**config.mk**
```make
export PLATFORM = sky130hd
export DESIGN_NAME = pulse_unit_top
export DESIGN_NICKNAME = d
export VERILOG_FILES = /design/src/hw/pulse_pkg.sv /design/src/hw/link_pkg.sv /design/src/hw/cmd_issuer.sv /design/src/hw/cmd_fifo.sv /design/src/hw/pulse_engine.sv /design/src/hw/pulse_unit_top.sv
export SDC_FILE = /design/constraint.sdc
export NUM_CORES = 1
export LEC_CHECK = 0
export BUFFER_PORTS_ARGS = -buffer_cell sky130_fd_sc_hd__buf_4
export CORE_ASPECT_RATIO = 1.75
export CORE_MARGIN = 4
export CORE_UTILIZATION = 29
export DETAILED_ROUTE_END_ITERATION = 6
export GPL_TIMING_DRIVEN = 0
export SETUP_SLACK_MARGIN = 0.1
export SYNTH_ARGS = -nofsm -noshare
export SYNTH_HDL_FRONTEND = slang
export SYNTH_SLANG_ARGS = --single-unit
```
**constraint.sdc**
```tcl
create_clock -name clk -period 3.7 [get_ports clk]
set_input_delay 0.185 -clock clk [delete_from_list [all_inputs] [get_ports clk]]
set_output_delay 0.185 -clock clk [all_outputs]
set_load 0.005 [all_outputs]
```
**src/hw/pulse_pkg.sv**
```systemverilog
// ~~~~~~~~~~~~~~~~~~~~~~~~~~~~~~~~~~~~~
// pulse timing package
// command modes, field widths and run lengths
// ~~~~~~~~~~~~~~~~~~~~~~~~~~~~~~~~~~~~~

`default_nettype none

package pulse_pkg;

  // command modes, one per generator
  typedef enum logic [1:0] {
    one_shot = 2'd0,
    periodic = 2'd1,
    pwm      = 2'd2
  } pulse_mode_t;

  // length field in clock cycles
  typedef logic [7:0] pulse_len_t;

  // pulse count in periodic mode, high time in pwm mode
  typedef logic [7:0] pulse_wid_t;

  // cycle counter, one bit wider than the length so L+1 fits
  typedef logic [8:0] pulse_cyc_t;

  // periods run by one pwm command
  localparam int unsigned PWM_PERIODS = 4;

endpackage

`default_nettype wire

```
**src/hw/link_pkg.sv**
```systemverilog
// ~~~~~~~~~~~~~~~~~~~~~~~~~~~~~~~~~~~~~
// command link package
// queue depth and credit types
// ~~~~~~~~~~~~~~~~~~~~~~~~~~~~~~~~~~~~~

`default_nettype none

package link_pkg;

  // queue slots, also the credit count after reset
  localparam int unsigned FIFO_DEPTH = 4;

  typedef logic [2:0] credit_t;    // holds 0 .. FIFO_DEPTH
  typedef logic [1:0] fifo_ptr_t;  // wraps at FIFO_DEPTH

endpackage

`default_nettype wire

```
**src/hw/cmd_issuer.sv**
```systemverilog
// ~~~~~~~~~~~~~~~~~~~~~~~~~~~~~~~~~~~~~
// command issuer
// stages host config, turns fire edges into
// commands and sends them against credits
// ~~~~~~~~~~~~~~~~~~~~~~~~~~~~~~~~~~~~~

`timescale 1ns/1ps
`default_nettype none

module cmd_issuer import pulse_pkg::*, link_pkg::*; (
  input  logic        clk,
  input  logic        rst,
  input  logic        cfg_load,
  input  pulse_mode_t cfg_mode,
  input  pulse_len_t  cfg_length,
  input  pulse_wid_t  cfg_width,
  input  logic        fire,
  input  logic        credit_ret,
  output logic        ready,
  output logic        cmd_push,
  output pulse_mode_t cmd_mode,
  output pulse_len_t  cmd_length,
  output pulse_wid_t  cmd_width
);

  pulse_mode_t stg_mode;
  pulse_len_t  stg_length;
  pulse_wid_t  stg_width;
  logic        fire_q;
  logic        pending;
  credit_t     credits;
  logic        issue;

  assign ready    = (credits != '0) && !pending;
  assign issue    = fire && !fire_q && ready;  // rising edge, dropped when not ready
  assign cmd_push = pending && (credits != '0);

  always_ff @(posedge clk or posedge rst)
  begin
    if (rst)
    begin
      stg_mode   <= one_shot;
      stg_length <= '0;
      stg_width  <= '0;
    end
    else if (cfg_load)
    begin
      stg_mode   <= cfg_mode;
      stg_length <= cfg_length;
      stg_width  <= cfg_width;
    end
  end

  always_ff @(posedge clk or posedge rst)
  begin
    if (rst)
    begin
      fire_q  <= 1'b0;
      pending <= 1'b0;
    end
    else
    begin
      fire_q <= fire;
      if (issue)
        pending <= 1'b1;
      else if (cmd_push)
        pending <= 1'b0;
    end
  end

  // outgoing command, held until pushed
  always_ff @(posedge clk)
  begin
    if (issue)
    begin
      cmd_mode   <= stg_mode;
      cmd_length <= stg_length;
      cmd_width  <= stg_width;
    end
  end

  always_ff @(posedge clk or posedge rst)
  begin
    if (rst)
      credits <= credit_t'(FIFO_DEPTH);
    else
    begin
      case ({cmd_push, credit_ret})
        2'b10:   credits <= credits - 1'b1;
        2'b01:   credits <= credits + 1'b1;
        default: credits <= credits;  // both or neither
      endcase
    end
  end

  // returns from the queue can never outrun the pushes
  a_credit_max: assert property (@(posedge clk) disable iff (rst)
    credits <= credit_t'(FIFO_DEPTH));

endmodule

`default_nettype wire

```
**src/hw/cmd_fifo.sv**
```systemverilog
// ~~~~~~~~~~~~~~~~~~~~~~~~~~~~~~~~~~~~~
// command queue
// circular buffer, one credit back per take
// ~~~~~~~~~~~~~~~~~~~~~~~~~~~~~~~~~~~~~

`timescale 1ns/1ps
`default_nettype none

module cmd_fifo import pulse_pkg::*, link_pkg::*; (
  input  logic        clk,
  input  logic        rst,
  input  logic        cmd_push,
  input  pulse_mode_t cmd_mode,
  input  pulse_len_t  cmd_length,
  input  pulse_wid_t  cmd_width,
  input  logic        q_take,
  output logic        q_avail,
  output pulse_mode_t q_mode,
  output pulse_len_t  q_length,
  output pulse_wid_t  q_width,
  output logic        credit_ret
);

  pulse_mode_t mem_mode   [FIFO_DEPTH];
  pulse_len_t  mem_length [FIFO_DEPTH];
  pulse_wid_t  mem_width  [FIFO_DEPTH];
  fifo_ptr_t   wr_ptr;
  fifo_ptr_t   rd_ptr;
  credit_t     count;

  assign q_avail  = (count != '0);
  assign q_mode   = mem_mode[rd_ptr];  // head entry
  assign q_length = mem_length[rd_ptr];
  assign q_width  = mem_width[rd_ptr];

  always_ff @(posedge clk)
  begin
    if (cmd_push)
    begin
      mem_mode[wr_ptr]   <= cmd_mode;
      mem_length[wr_ptr] <= cmd_length;
      mem_width[wr_ptr]  <= cmd_width;
    end
  end

  always_ff @(posedge clk or posedge rst)
  begin
    if (rst)
    begin
      wr_ptr     <= '0;
      rd_ptr     <= '0;
      count      <= '0;
      credit_ret <= 1'b0;
    end
    else
    begin
      credit_ret <= q_take;  // one credit per removed entry
      if (cmd_push)
        wr_ptr <= wr_ptr + 1'b1;
      if (q_take)
        rd_ptr <= rd_ptr + 1'b1;
      case ({cmd_push, q_take})
        2'b10:   count <= count + 1'b1;
        2'b01:   count <= count - 1'b1;
        default: count <= count;
      endcase
    end
  end

  // the issuer's credit count keeps pushes off a full queue
  a_no_overflow: assert property (@(posedge clk) disable iff (rst)
    cmd_push |-> (count != credit_t'(FIFO_DEPTH)));

  a_no_underflow: assert property (@(posedge clk) disable iff (rst)
    q_take |-> (count != '0));

endmodule

`default_nettype wire

```
**src/hw/pulse_engine.sv**
```systemverilog
// ~~~~~~~~~~~~~~~~~~~~~~~~~~~~~~~~~~~~~
// pulse engine
// takes one command at a time and drives
// a one-shot, periodic or pwm waveform
// ~~~~~~~~~~~~~~~~~~~~~~~~~~~~~~~~~~~~~

`timescale 1ns/1ps
`default_nettype none

module pulse_engine import pulse_pkg::*; (
  input  logic        clk,
  input  logic        rst,
  input  logic        q_avail,
  input  pulse_mode_t q_mode,
  input  pulse_len_t  q_length,
  input  pulse_wid_t  q_width,
  output logic        q_take,
  output logic        pulse_out,
  output logic        busy,
  output logic        done
);

  typedef enum logic [2:0] {
    idle,
    load,
    one_shot_run,
    periodic_run,
    pwm_run,
    finish
  } state_t;

  state_t     state;
  pulse_len_t cmd_length;
  pulse_wid_t cmd_width;
  pulse_cyc_t cyc_cnt;
  pulse_wid_t pulse_cnt;  // pulses in periodic, periods in pwm
  pulse_cyc_t len_ext;
  logic       period_end;
  logic       width_hit;
  logic       last_pulse;
  logic       last_period;

  assign len_ext = pulse_cyc_t'(cmd_length);

  // periodic spacing is one cycle longer than the pwm period
  assign period_end  = (state == periodic_run) ? (cyc_cnt == len_ext + 1'b1)
                                               : (cyc_cnt == len_ext);
  assign width_hit   = cyc_cnt < pulse_cyc_t'(cmd_width);
  assign last_pulse  = (pulse_cnt == cmd_width - 1'b1);
  assign last_period = (pulse_cnt == pulse_wid_t'(PWM_PERIODS - 1));

  assign q_take = (state == load);
  assign busy   = state inside {one_shot_run, periodic_run, pwm_run, finish};
  assign done   = (state == finish);

  always_comb
  begin
    case (state)
      one_shot_run: pulse_out = 1'b1;
      periodic_run: pulse_out = (cyc_cnt == '0);
      pwm_run:      pulse_out = width_hit;
      default:      pulse_out = 1'b0;  // load, idle and finish stay low
    endcase
  end

  always_ff @(posedge clk)
  begin
    if (q_take)
    begin
      cmd_length <= q_length;
      cmd_width  <= q_width;
    end
  end

  always_ff @(posedge clk or posedge rst)
  begin
    if (rst)
    begin
      state     <= idle;
      cyc_cnt   <= '0;
      pulse_cnt <= '0;
    end
    else
    begin
      case (state)
        idle:
        begin
          if (q_avail)
            state <= load;
        end
        load:
        begin
          cyc_cnt   <= '0;
          pulse_cnt <= '0;
          case (q_mode)
            one_shot: state <= one_shot_run;
            periodic: state <= (q_width == '0) ? finish : periodic_run;
            pwm:      state <= pwm_run;
            default:  state <= finish;
          endcase
        end
        one_shot_run:
        begin
          cyc_cnt <= cyc_cnt + 1'b1;
          if (period_end)
            state <= finish;
        end
        periodic_run:
        begin
          if ((cyc_cnt == '0) && last_pulse)
            state <= finish;  // stop right after the last pulse
          else if (period_end)
          begin
            cyc_cnt   <= '0;
            pulse_cnt <= pulse_cnt + 1'b1;
          end
          else
            cyc_cnt <= cyc_cnt + 1'b1;
        end
        pwm_run:
        begin
          if (period_end)
          begin
            cyc_cnt   <= '0;
            pulse_cnt <= pulse_cnt + 1'b1;
            if (last_period)
              state <= finish;
          end
          else
            cyc_cnt <= cyc_cnt + 1'b1;
        end
        default:
          state <= idle;  // finish always goes back through idle
      endcase
    end
  end

  // q_avail was seen in idle and must still hold when the head is taken
  a_take_avail: assert property (@(posedge clk) disable iff (rst)
    q_take |-> q_avail);

  a_out_in_busy: assert property (@(posedge clk) disable iff (rst)
    !busy |-> !pulse_out);

endmodule

`default_nettype wire

```
**src/hw/pulse_unit_top.sv**
```systemverilog
// ~~~~~~~~~~~~~~~~~~~~~~~~~~~~~~~~~~~~~
// pulse unit top
// issuer, command queue and pulse engine
// ~~~~~~~~~~~~~~~~~~~~~~~~~~~~~~~~~~~~~

`timescale 1ns/1ps
`default_nettype none

module pulse_unit_top import pulse_pkg::*; (
  input  logic        clk,
  input  logic        rst,
  input  logic        cfg_load,
  input  pulse_mode_t cfg_mode,
  input  pulse_len_t  cfg_length,
  input  pulse_wid_t  cfg_width,
  input  logic        fire,
  output logic        ready,
  output logic        pulse_out,
  output logic        busy,
  output logic        done
);

  logic        cmd_push;
  pulse_mode_t cmd_mode;
  pulse_len_t  cmd_length;
  pulse_wid_t  cmd_width;
  logic        credit_ret;
  logic        q_avail;
  logic        q_take;
  pulse_mode_t q_mode;
  pulse_len_t  q_length;
  pulse_wid_t  q_width;

  cmd_issuer u_issuer (
    .clk        (clk),
    .rst        (rst),
    .cfg_load   (cfg_load),
    .cfg_mode   (cfg_mode),
    .cfg_length (cfg_length),
    .cfg_width  (cfg_width),
    .fire       (fire),
    .credit_ret (credit_ret),
    .ready      (ready),
    .cmd_push   (cmd_push),
    .cmd_mode   (cmd_mode),
    .cmd_length (cmd_length),
    .cmd_width  (cmd_width)
  );

  cmd_fifo u_fifo (
    .clk        (clk),
    .rst        (rst),
    .cmd_push   (cmd_push),
    .cmd_mode   (cmd_mode),
    .cmd_length (cmd_length),
    .cmd_width  (cmd_width),
    .q_take     (q_take),
    .q_avail    (q_avail),
    .q_mode     (q_mode),
    .q_length   (q_length),
    .q_width    (q_width),
    .credit_ret (credit_ret)
  );

  pulse_engine u_engine (
    .clk       (clk),
    .rst       (rst),
    .q_avail   (q_avail),
    .q_mode    (q_mode),
    .q_length  (q_length),
    .q_width   (q_width),
    .q_take    (q_take),
    .pulse_out (pulse_out),
    .busy      (busy),
    .done      (done)
  );

endmodule

`default_nettype wire

```
After elaboration in Yosys (flattened, before gate mapping)
Memories as Yosys holds them, arrays and structs flattened. A register that Yosys moved wholly into a read port is not among the register bits.
Cells that the tools add are included.
- add/sub/neg operators: 10
- $lt $le $gt $ge: 1
- eq/ne operators: 21
- muxes and demuxes: 22
- reduce and logical (&&, ||, !) cells: 22
- operator list (kind ; count):
    case mux 9 bit (4 select lines) ; 1
    case mux 8 bit (3 select lines) ; 1
    2-to-1 mux 3 bit ; 6
    2-to-1 mux 9 bit ; 2
    2-to-1 mux 8 bit ; 2
    case mux 3 bit (5 select lines) ; 1
    case mux 3 bit (2 select lines) ; 2
    adder 8 x 1 -> 9 bit (second input constant) ; 1
    adder 9 x 1 -> 9 bit (second input constant) ; 1
    equality test 9 x 8 -> 1 bit ; 1
    equality test 9 bit ; 1
    zero test 9 bit ; 1
    less-than comparator 9 x 8 -> 1 bit ; 1
    case mux 3 bit (3 select lines) ; 1
    nonzero test 3 bit ; 3
    adder 8 x 1 -> 8 bit (second input constant) ; 1
    equality test 8 x 2 -> 1 bit (second input constant) ; 1
    equality test 8 bit ; 1
    zero test 8 bit ; 1
    nonzero test 4 bit ; 2
    subtractor 8 x 1 -> 8 bit (second input constant) ; 1
    adder 3 x 1 -> 3 bit (second input constant) ; 2
    equality test 2 x 1 -> 1 bit (second input constant) ; 3
    equality test 2 bit (second input constant) ; 3
    other kinds (16) ; 36
- register bits: 77
- memory bits (writable): 72
- output and inout port bits: 4
- word-level logic and storage cells: 96
- memories: 3
- memory list (name ; words ; bits a word ; rd ports ; clocked after Yosys merged registers in ; write ports ; RTL line ; text):
    u_fifo.mem_length ; 4 ; 8 ; 1 ; 1 ; 1 ; cmd_fifo.sv:25 ; pulse_len_t mem_length [FIFO_DEPTH];
    u_fifo.mem_width ; 4 ; 8 ; 1 ; 0 ; 1 ; cmd_fifo.sv:26 ; pulse_wid_t mem_width [FIFO_DEPTH];
    u_fifo.mem_mode ; 4 ; 2 ; 1 ; 0 ; 1 ; cmd_fifo.sv:24 ; pulse_mode_t mem_mode [FIFO_DEPTH];

Depth between registers and ports, before layout
- word-level depth: 6
- gate-level depth with buffers: 11
- depth with buffers taken out: 10

Cells and area by module
From an unflattened synthesis, not the netlist that was laid out.
- cell total of the unflattened synthesis: 478
- area, all modules: 7063.0 µm²
- by module, submodules not included (module ; instances ; cells each ; area each (µm²) ; seq. area each (µm²)):
    cmd_fifo ; 1 ; 128 ; 3011.6 ; 2362.3
    pulse_engine ; 1 ; 274 ; 2534.9 ; 980.9
    cmd_issuer ; 1 ; 76 ; 1516.5 ; 1117.3

Least setup slack after synthesis
Ideal clock, no wire load.
- path type: flip-flop to flip-flop
- start point: register u_issuer.credits[2]
- end point: register u_issuer.cmd_length[0], enable pin
- data arrival time: 2.630 ns
- slack: 0.620 ns
- stages on the path, launching flop included: 3
- buffers on the path: 0
- cells stage by stage: dfstp_2 > nor3_1 > nor4b_1
- longest elaborated chain between the ends: 3
- ends and longest elaborated chain (element ; RTL line ; text):
    from (decl) ; cmd_issuer.sv:31 ; credit_t credits;
    from (signal assigned) ; cmd_issuer.sv:85 ; credits <= credit_t'(FIFO_DEPTH);
    from (signal assigned) ; cmd_issuer.sv:89 ; 2'b10: credits <= credits - 1'b1;
    from (signal assigned) ; cmd_issuer.sv:90 ; 2'b01: credits <= credits + 1'b1;
    nonzero test 3 bit ; cmd_issuer.sv:34 ; assign ready = (credits != '0) && !pending;
    logical AND 1 bit ; cmd_issuer.sv:34 ;
    logical AND 1 bit ; cmd_issuer.sv:35 ; assign issue = fire && !fire_q && ready;
    named net u_issuer.issue ; cmd_issuer.sv:32 ; logic issue;
    to (signal assigned) ; cmd_issuer.sv:77 ; cmd_length <= stg_length;
    to (decl) ; cmd_issuer.sv:22 ; output pulse_len_t cmd_length,
The timed path passes the listed nets, and every way through them passes these cells.
A chain may end at the register's enable or synchronous reset.

Worst setup path in the final report
- start point: register u_engine.cmd_width[2]
- end point: register u_engine.pulse_cnt[0]
- longest elaborated chain between the ends: 5
- ends and longest elaborated chain (element ; RTL line ; text):
    from (decl) ; pulse_engine.sv:34 ; pulse_wid_t cmd_width;
    from (signal assigned) ; pulse_engine.sv:71 ; cmd_width <= q_width;
    subtractor 8 x 1 -> 8 bit ; pulse_engine.sv:49 ; assign last_pulse = (pulse_cnt == cmd_width - 1'b1);
    equality test 8 bit ; pulse_engine.sv:49 ;
    logical AND 1 bit ; pulse_engine.sv:110 ; if ((cyc_cnt == '0) && last_pulse)
    inequality test 2 bit (no source line) ; - ;
    AND reduction 2 bit (no source line) ; - ;
    to (signal assigned) ; pulse_engine.sv:115 ; pulse_cnt <= pulse_cnt + 1'b1;
    to (signal assigned) ; pulse_engine.sv:125 ; pulse_cnt <= pulse_cnt + 1'b1;
    to (decl) ; pulse_engine.sv:36 ; pulse_wid_t pulse_cnt;
No other way between the ends.

==> results.py <==
metrics = {
    "synth": {
        "syn-instance-count": 485,
        "syn_nets": 527,
        "synthFlopType": "edfxtp_1",
        "synthArstFlopShare_pct": 32.5,
        "syn_area_um2": 7030,
        "synth_most_common_cell": "edfxtp_1",
        "synth-seq-cells": 157,
        "synth-simple-area-share_pct": 10.1,
        "synth_area_leader_cell": "edfxtp_1",
        "synthAdderAreaFrac_pct": 3.78,
        "syn_avg_cell_area_um2": 14.5,
        "ys_top_cells_by_count": "edfxtp_1, dfrtp_1, nand2_1",
        "synth_top_cell_area_share_pct": 45.3,
        "synth_compound_area_share_pct": 7.16,
        "synth_area_leaders": "edfxtp_1, dfrtp_1, mux4_2",
        "ys_warn_count": 0,
        "ys_seq_area_share_pct": 63.5,
        "synth_mux_area_share_pct": 9.58,
        "yosys.area_share.xor_xnor_pct": 3.37,
        "synth_cell_types": 68,
        "synth-edff-count": 106,
        "synth_top_family_by_area": "simple AND/OR/NAND/NOR gates",
    },
    "timing": {
        "final_max_slew_viol_count": 0,
        "rsz0062_at_grt": "no",
        "report.final.hold_viol_count": 0,
        "fmax_mhz": 295,
        "period_needed_ns": 3.39,
        "finalClockSkew_ns": 0.0108,
        "finalSetupTns_ns": 0,
        "setup_viol_count_final": 0,
        "worst_pin_slew_ns": 0.974,
        "period_share_pct": 91.5,
        "slew_headroom_pct": 35.1,
    },
    "grt": {
        "antenna_found_initial": 0,
        "track_usage_pct": 10.6,
        "grt_pass1_vias": 4533,
        "grt_max_degree": 27,
        "grt_pass1_wl_mm": 22.5,
        "grt-ovfl-total": 0,
    },
    "pwr": {
        "ir_worst_vdd_mv": 0.345,
        "leakagePower_uw": 0.00314,
        "p_comb_share_pct": 1.9,
        "swShare_pct": 18.8,
        "p_clk_share_pct": 49.0,
        "p_seq_share_pct": 49.1,
        "power.internal_uw": 3130,
        "p_switching_uw": 727,
        "powerDensity_nw_per_um2": 455,
    },
    "detailed_routing": {
        "routed_wl_mm": 13.4,
        "highest_layer": "met4",
        "routed_via_density": 4.71,
        "drc_errors": 0,
        "first_iter_violations": 156,
        "post_drt_wl_per_cell_um": 15.4,
        "ant_nets": 0,
        "met3_length_um": 299,
        "wl_met1_mm": 4.71,
        "firstDrtPassIters": 4,
        "num_vias": 4107,
        "wl_met2_mm": 8.00,
    },
    "job": {
        "cap_violations": 0,
    },
    "clocking": {
        "cts_max_level": 4,
        "clkSlewWorstSetupHoldPaths_ns": 0.06,
        "clock_latency_ns": 0.42,
        "cts_max_path_buffers": 2,
        "cts.sinks": 157,
        "cts_inserted_buffers": 17,
        "cts_tree": "yes",
        "root_buffer": "clkbuf_16",
    },
    "setup_path": {
        "arrival_ns": 3.69,
        "crit_type": "reg -> reg",
        "required_ns": 4.00,
        "worstSetupStartpointType": "register",
        "ff2ff_setup_slack_ns": 0.31,
        "cp_max_fo": 10,
        "crit_path_end_kind": "register",
    },
    "status": {
        "outcome": "completed",
    },
    "placement": {
        "gp_congestion": 0.822,
        "io_buffers": 24,
        "place_hpwl_mm": 9.89,
    },
    "die": {
        "rows": 75,
        "coreArea_um2": 23900,
        "die_area_um2": 26900,
        "io_pins": 26,
        "die_h_um": 214,
        "start_util_pct": 29.4,
        "die_w_um": 126,
    },
    "final_layout": {
        "final_nets": 593,
        "syn_to_final_growth_pct": 20.8,
        "top_regs": "u_fifo.mem_length: 32 flops, u_fifo.mem_width: 32 flops, u_engine.cyc_cnt: 9 flops",
        "fin_util_pct": 35.5,
        "diodes": 0,
        "drive_gt1_share_pct": 21.1,
    },
    "worst_hold_path": {
        "hold_class": "in -> reg",
    },
}
[routing by layer]
layer,up-vias,GRT usage (%)
met2,67,20.7
li1,1962,-
met5,-,0
met4,0,5.82
met3,28,2.20
met1,2050,9.88
[final cells by class]
type,instances,area [um^2]
Multi-Input combinational cell,284,2400
Fill cell,2280,15400
Inverter,26,98.8
Clock buffer,19,433
Sequential cell,157,4460
Tap cell,308,385
Clock inverter,13,213
Buffer,18,77.6
Timing Repair Buffer,47,415
[worst max-delay path, cell delays in order (launching register included)]
cell      delay [ns]
edfxtp_1        0.49
or3_4           0.44
or4_1           0.43
nor4b_1         0.18
o311ai_1        0.45
nand4_1         0.18
o211ai_1        0.44
buf_2           0.31
mux2_2          0.35
[cells by family (layout without fill, tap and decap cells)]
logic type	count (synthesis)	count (layout)
and+or+nand+nor	127	127
xor gates and xnor gates	27	27
adders and majority gates	20	20
AOI/OAI and AO/OA	68	68
DFF	157	157
buffers and inverters	44	123
muxes	42	42
[path summary, 6_finish.rpt]
kind | startpoint | to | cells after the start
max | u_engine.cmd_width[2] | u_engine.pulse_cnt[0] | 8
min | cfg_load | u_issuer.stg_length[6] | 2
max reg2reg | u_engine.cmd_width[2] | u_engine.pulse_cnt[0] | 8
min reg2reg | u_issuer.stg_length[2] | u_issuer.cmd_length[2] | 0
max in group asynchronous | rst | u_issuer.credits[2] | 4
min in group asynchronous | rst | u_engine.pulse_cnt[6] | 3
[power by group through the flow]
stage | Combinational (uW) | Sequential [uW] | Clock, uW
finish | 73.2 | 1900 | 1890
global route | 82.2 | 1900 | 2010
CTS | 75.4 | 1900 | 1940
detailed placement | 58.8 | 1930 | 0
global placement | 54.4 | 1930 | 0
floorplan | 32.3 | 1930 | 0
[layout by cell type (no fill, tap or decap), types with 10 or more instances in the layout]
cell type	Yosys	final
xnor2_1	17	17
buf_4	0	26
inv_1	25	24
nor2_1	24	24
clkbuf_16	0	17
ha_1	18	18
nand2_1	27	27
mux4_2	18	18
dlygate4sd3_1	0	20
edfxtp_1	106	106
and2_1	10	10
clkbuf_1	14	16
mux2_2	22	22
xor2_1	10	10
a21oi_1	13	13
dfrtp_1	50	50
o21ai_0	10	10
[stage by stage]
stage | power, uW | hold WS (ns) | cell area (um^2) | worst slack [ns] | instances
final | 3860 | 0.312 | 8480 | 0.314 | 872
after global routing | 3990 | 0.336 | 8480 | 0.129 | 872
after CTS | 3910 | 0.303 | 8480 | 0.200 | 872
after floorplan | 1960 | 0.216 | 7030 | 0.620 | 485
after global placement | 1980 | 0.304 | 7590 | -0.725 | 817
after detailed placement | 1990 | 0.308 | 7630 | 0.157 | 820
[repair_timing]
item                                   CTS  global route
resized for setup                        1             2
setup endpoints to repair                1             6
hold buffers                            20             0
setup buffers                            0             0
endpoints found under the hold margin   44             0
Power figures use the tool's default switching activity.
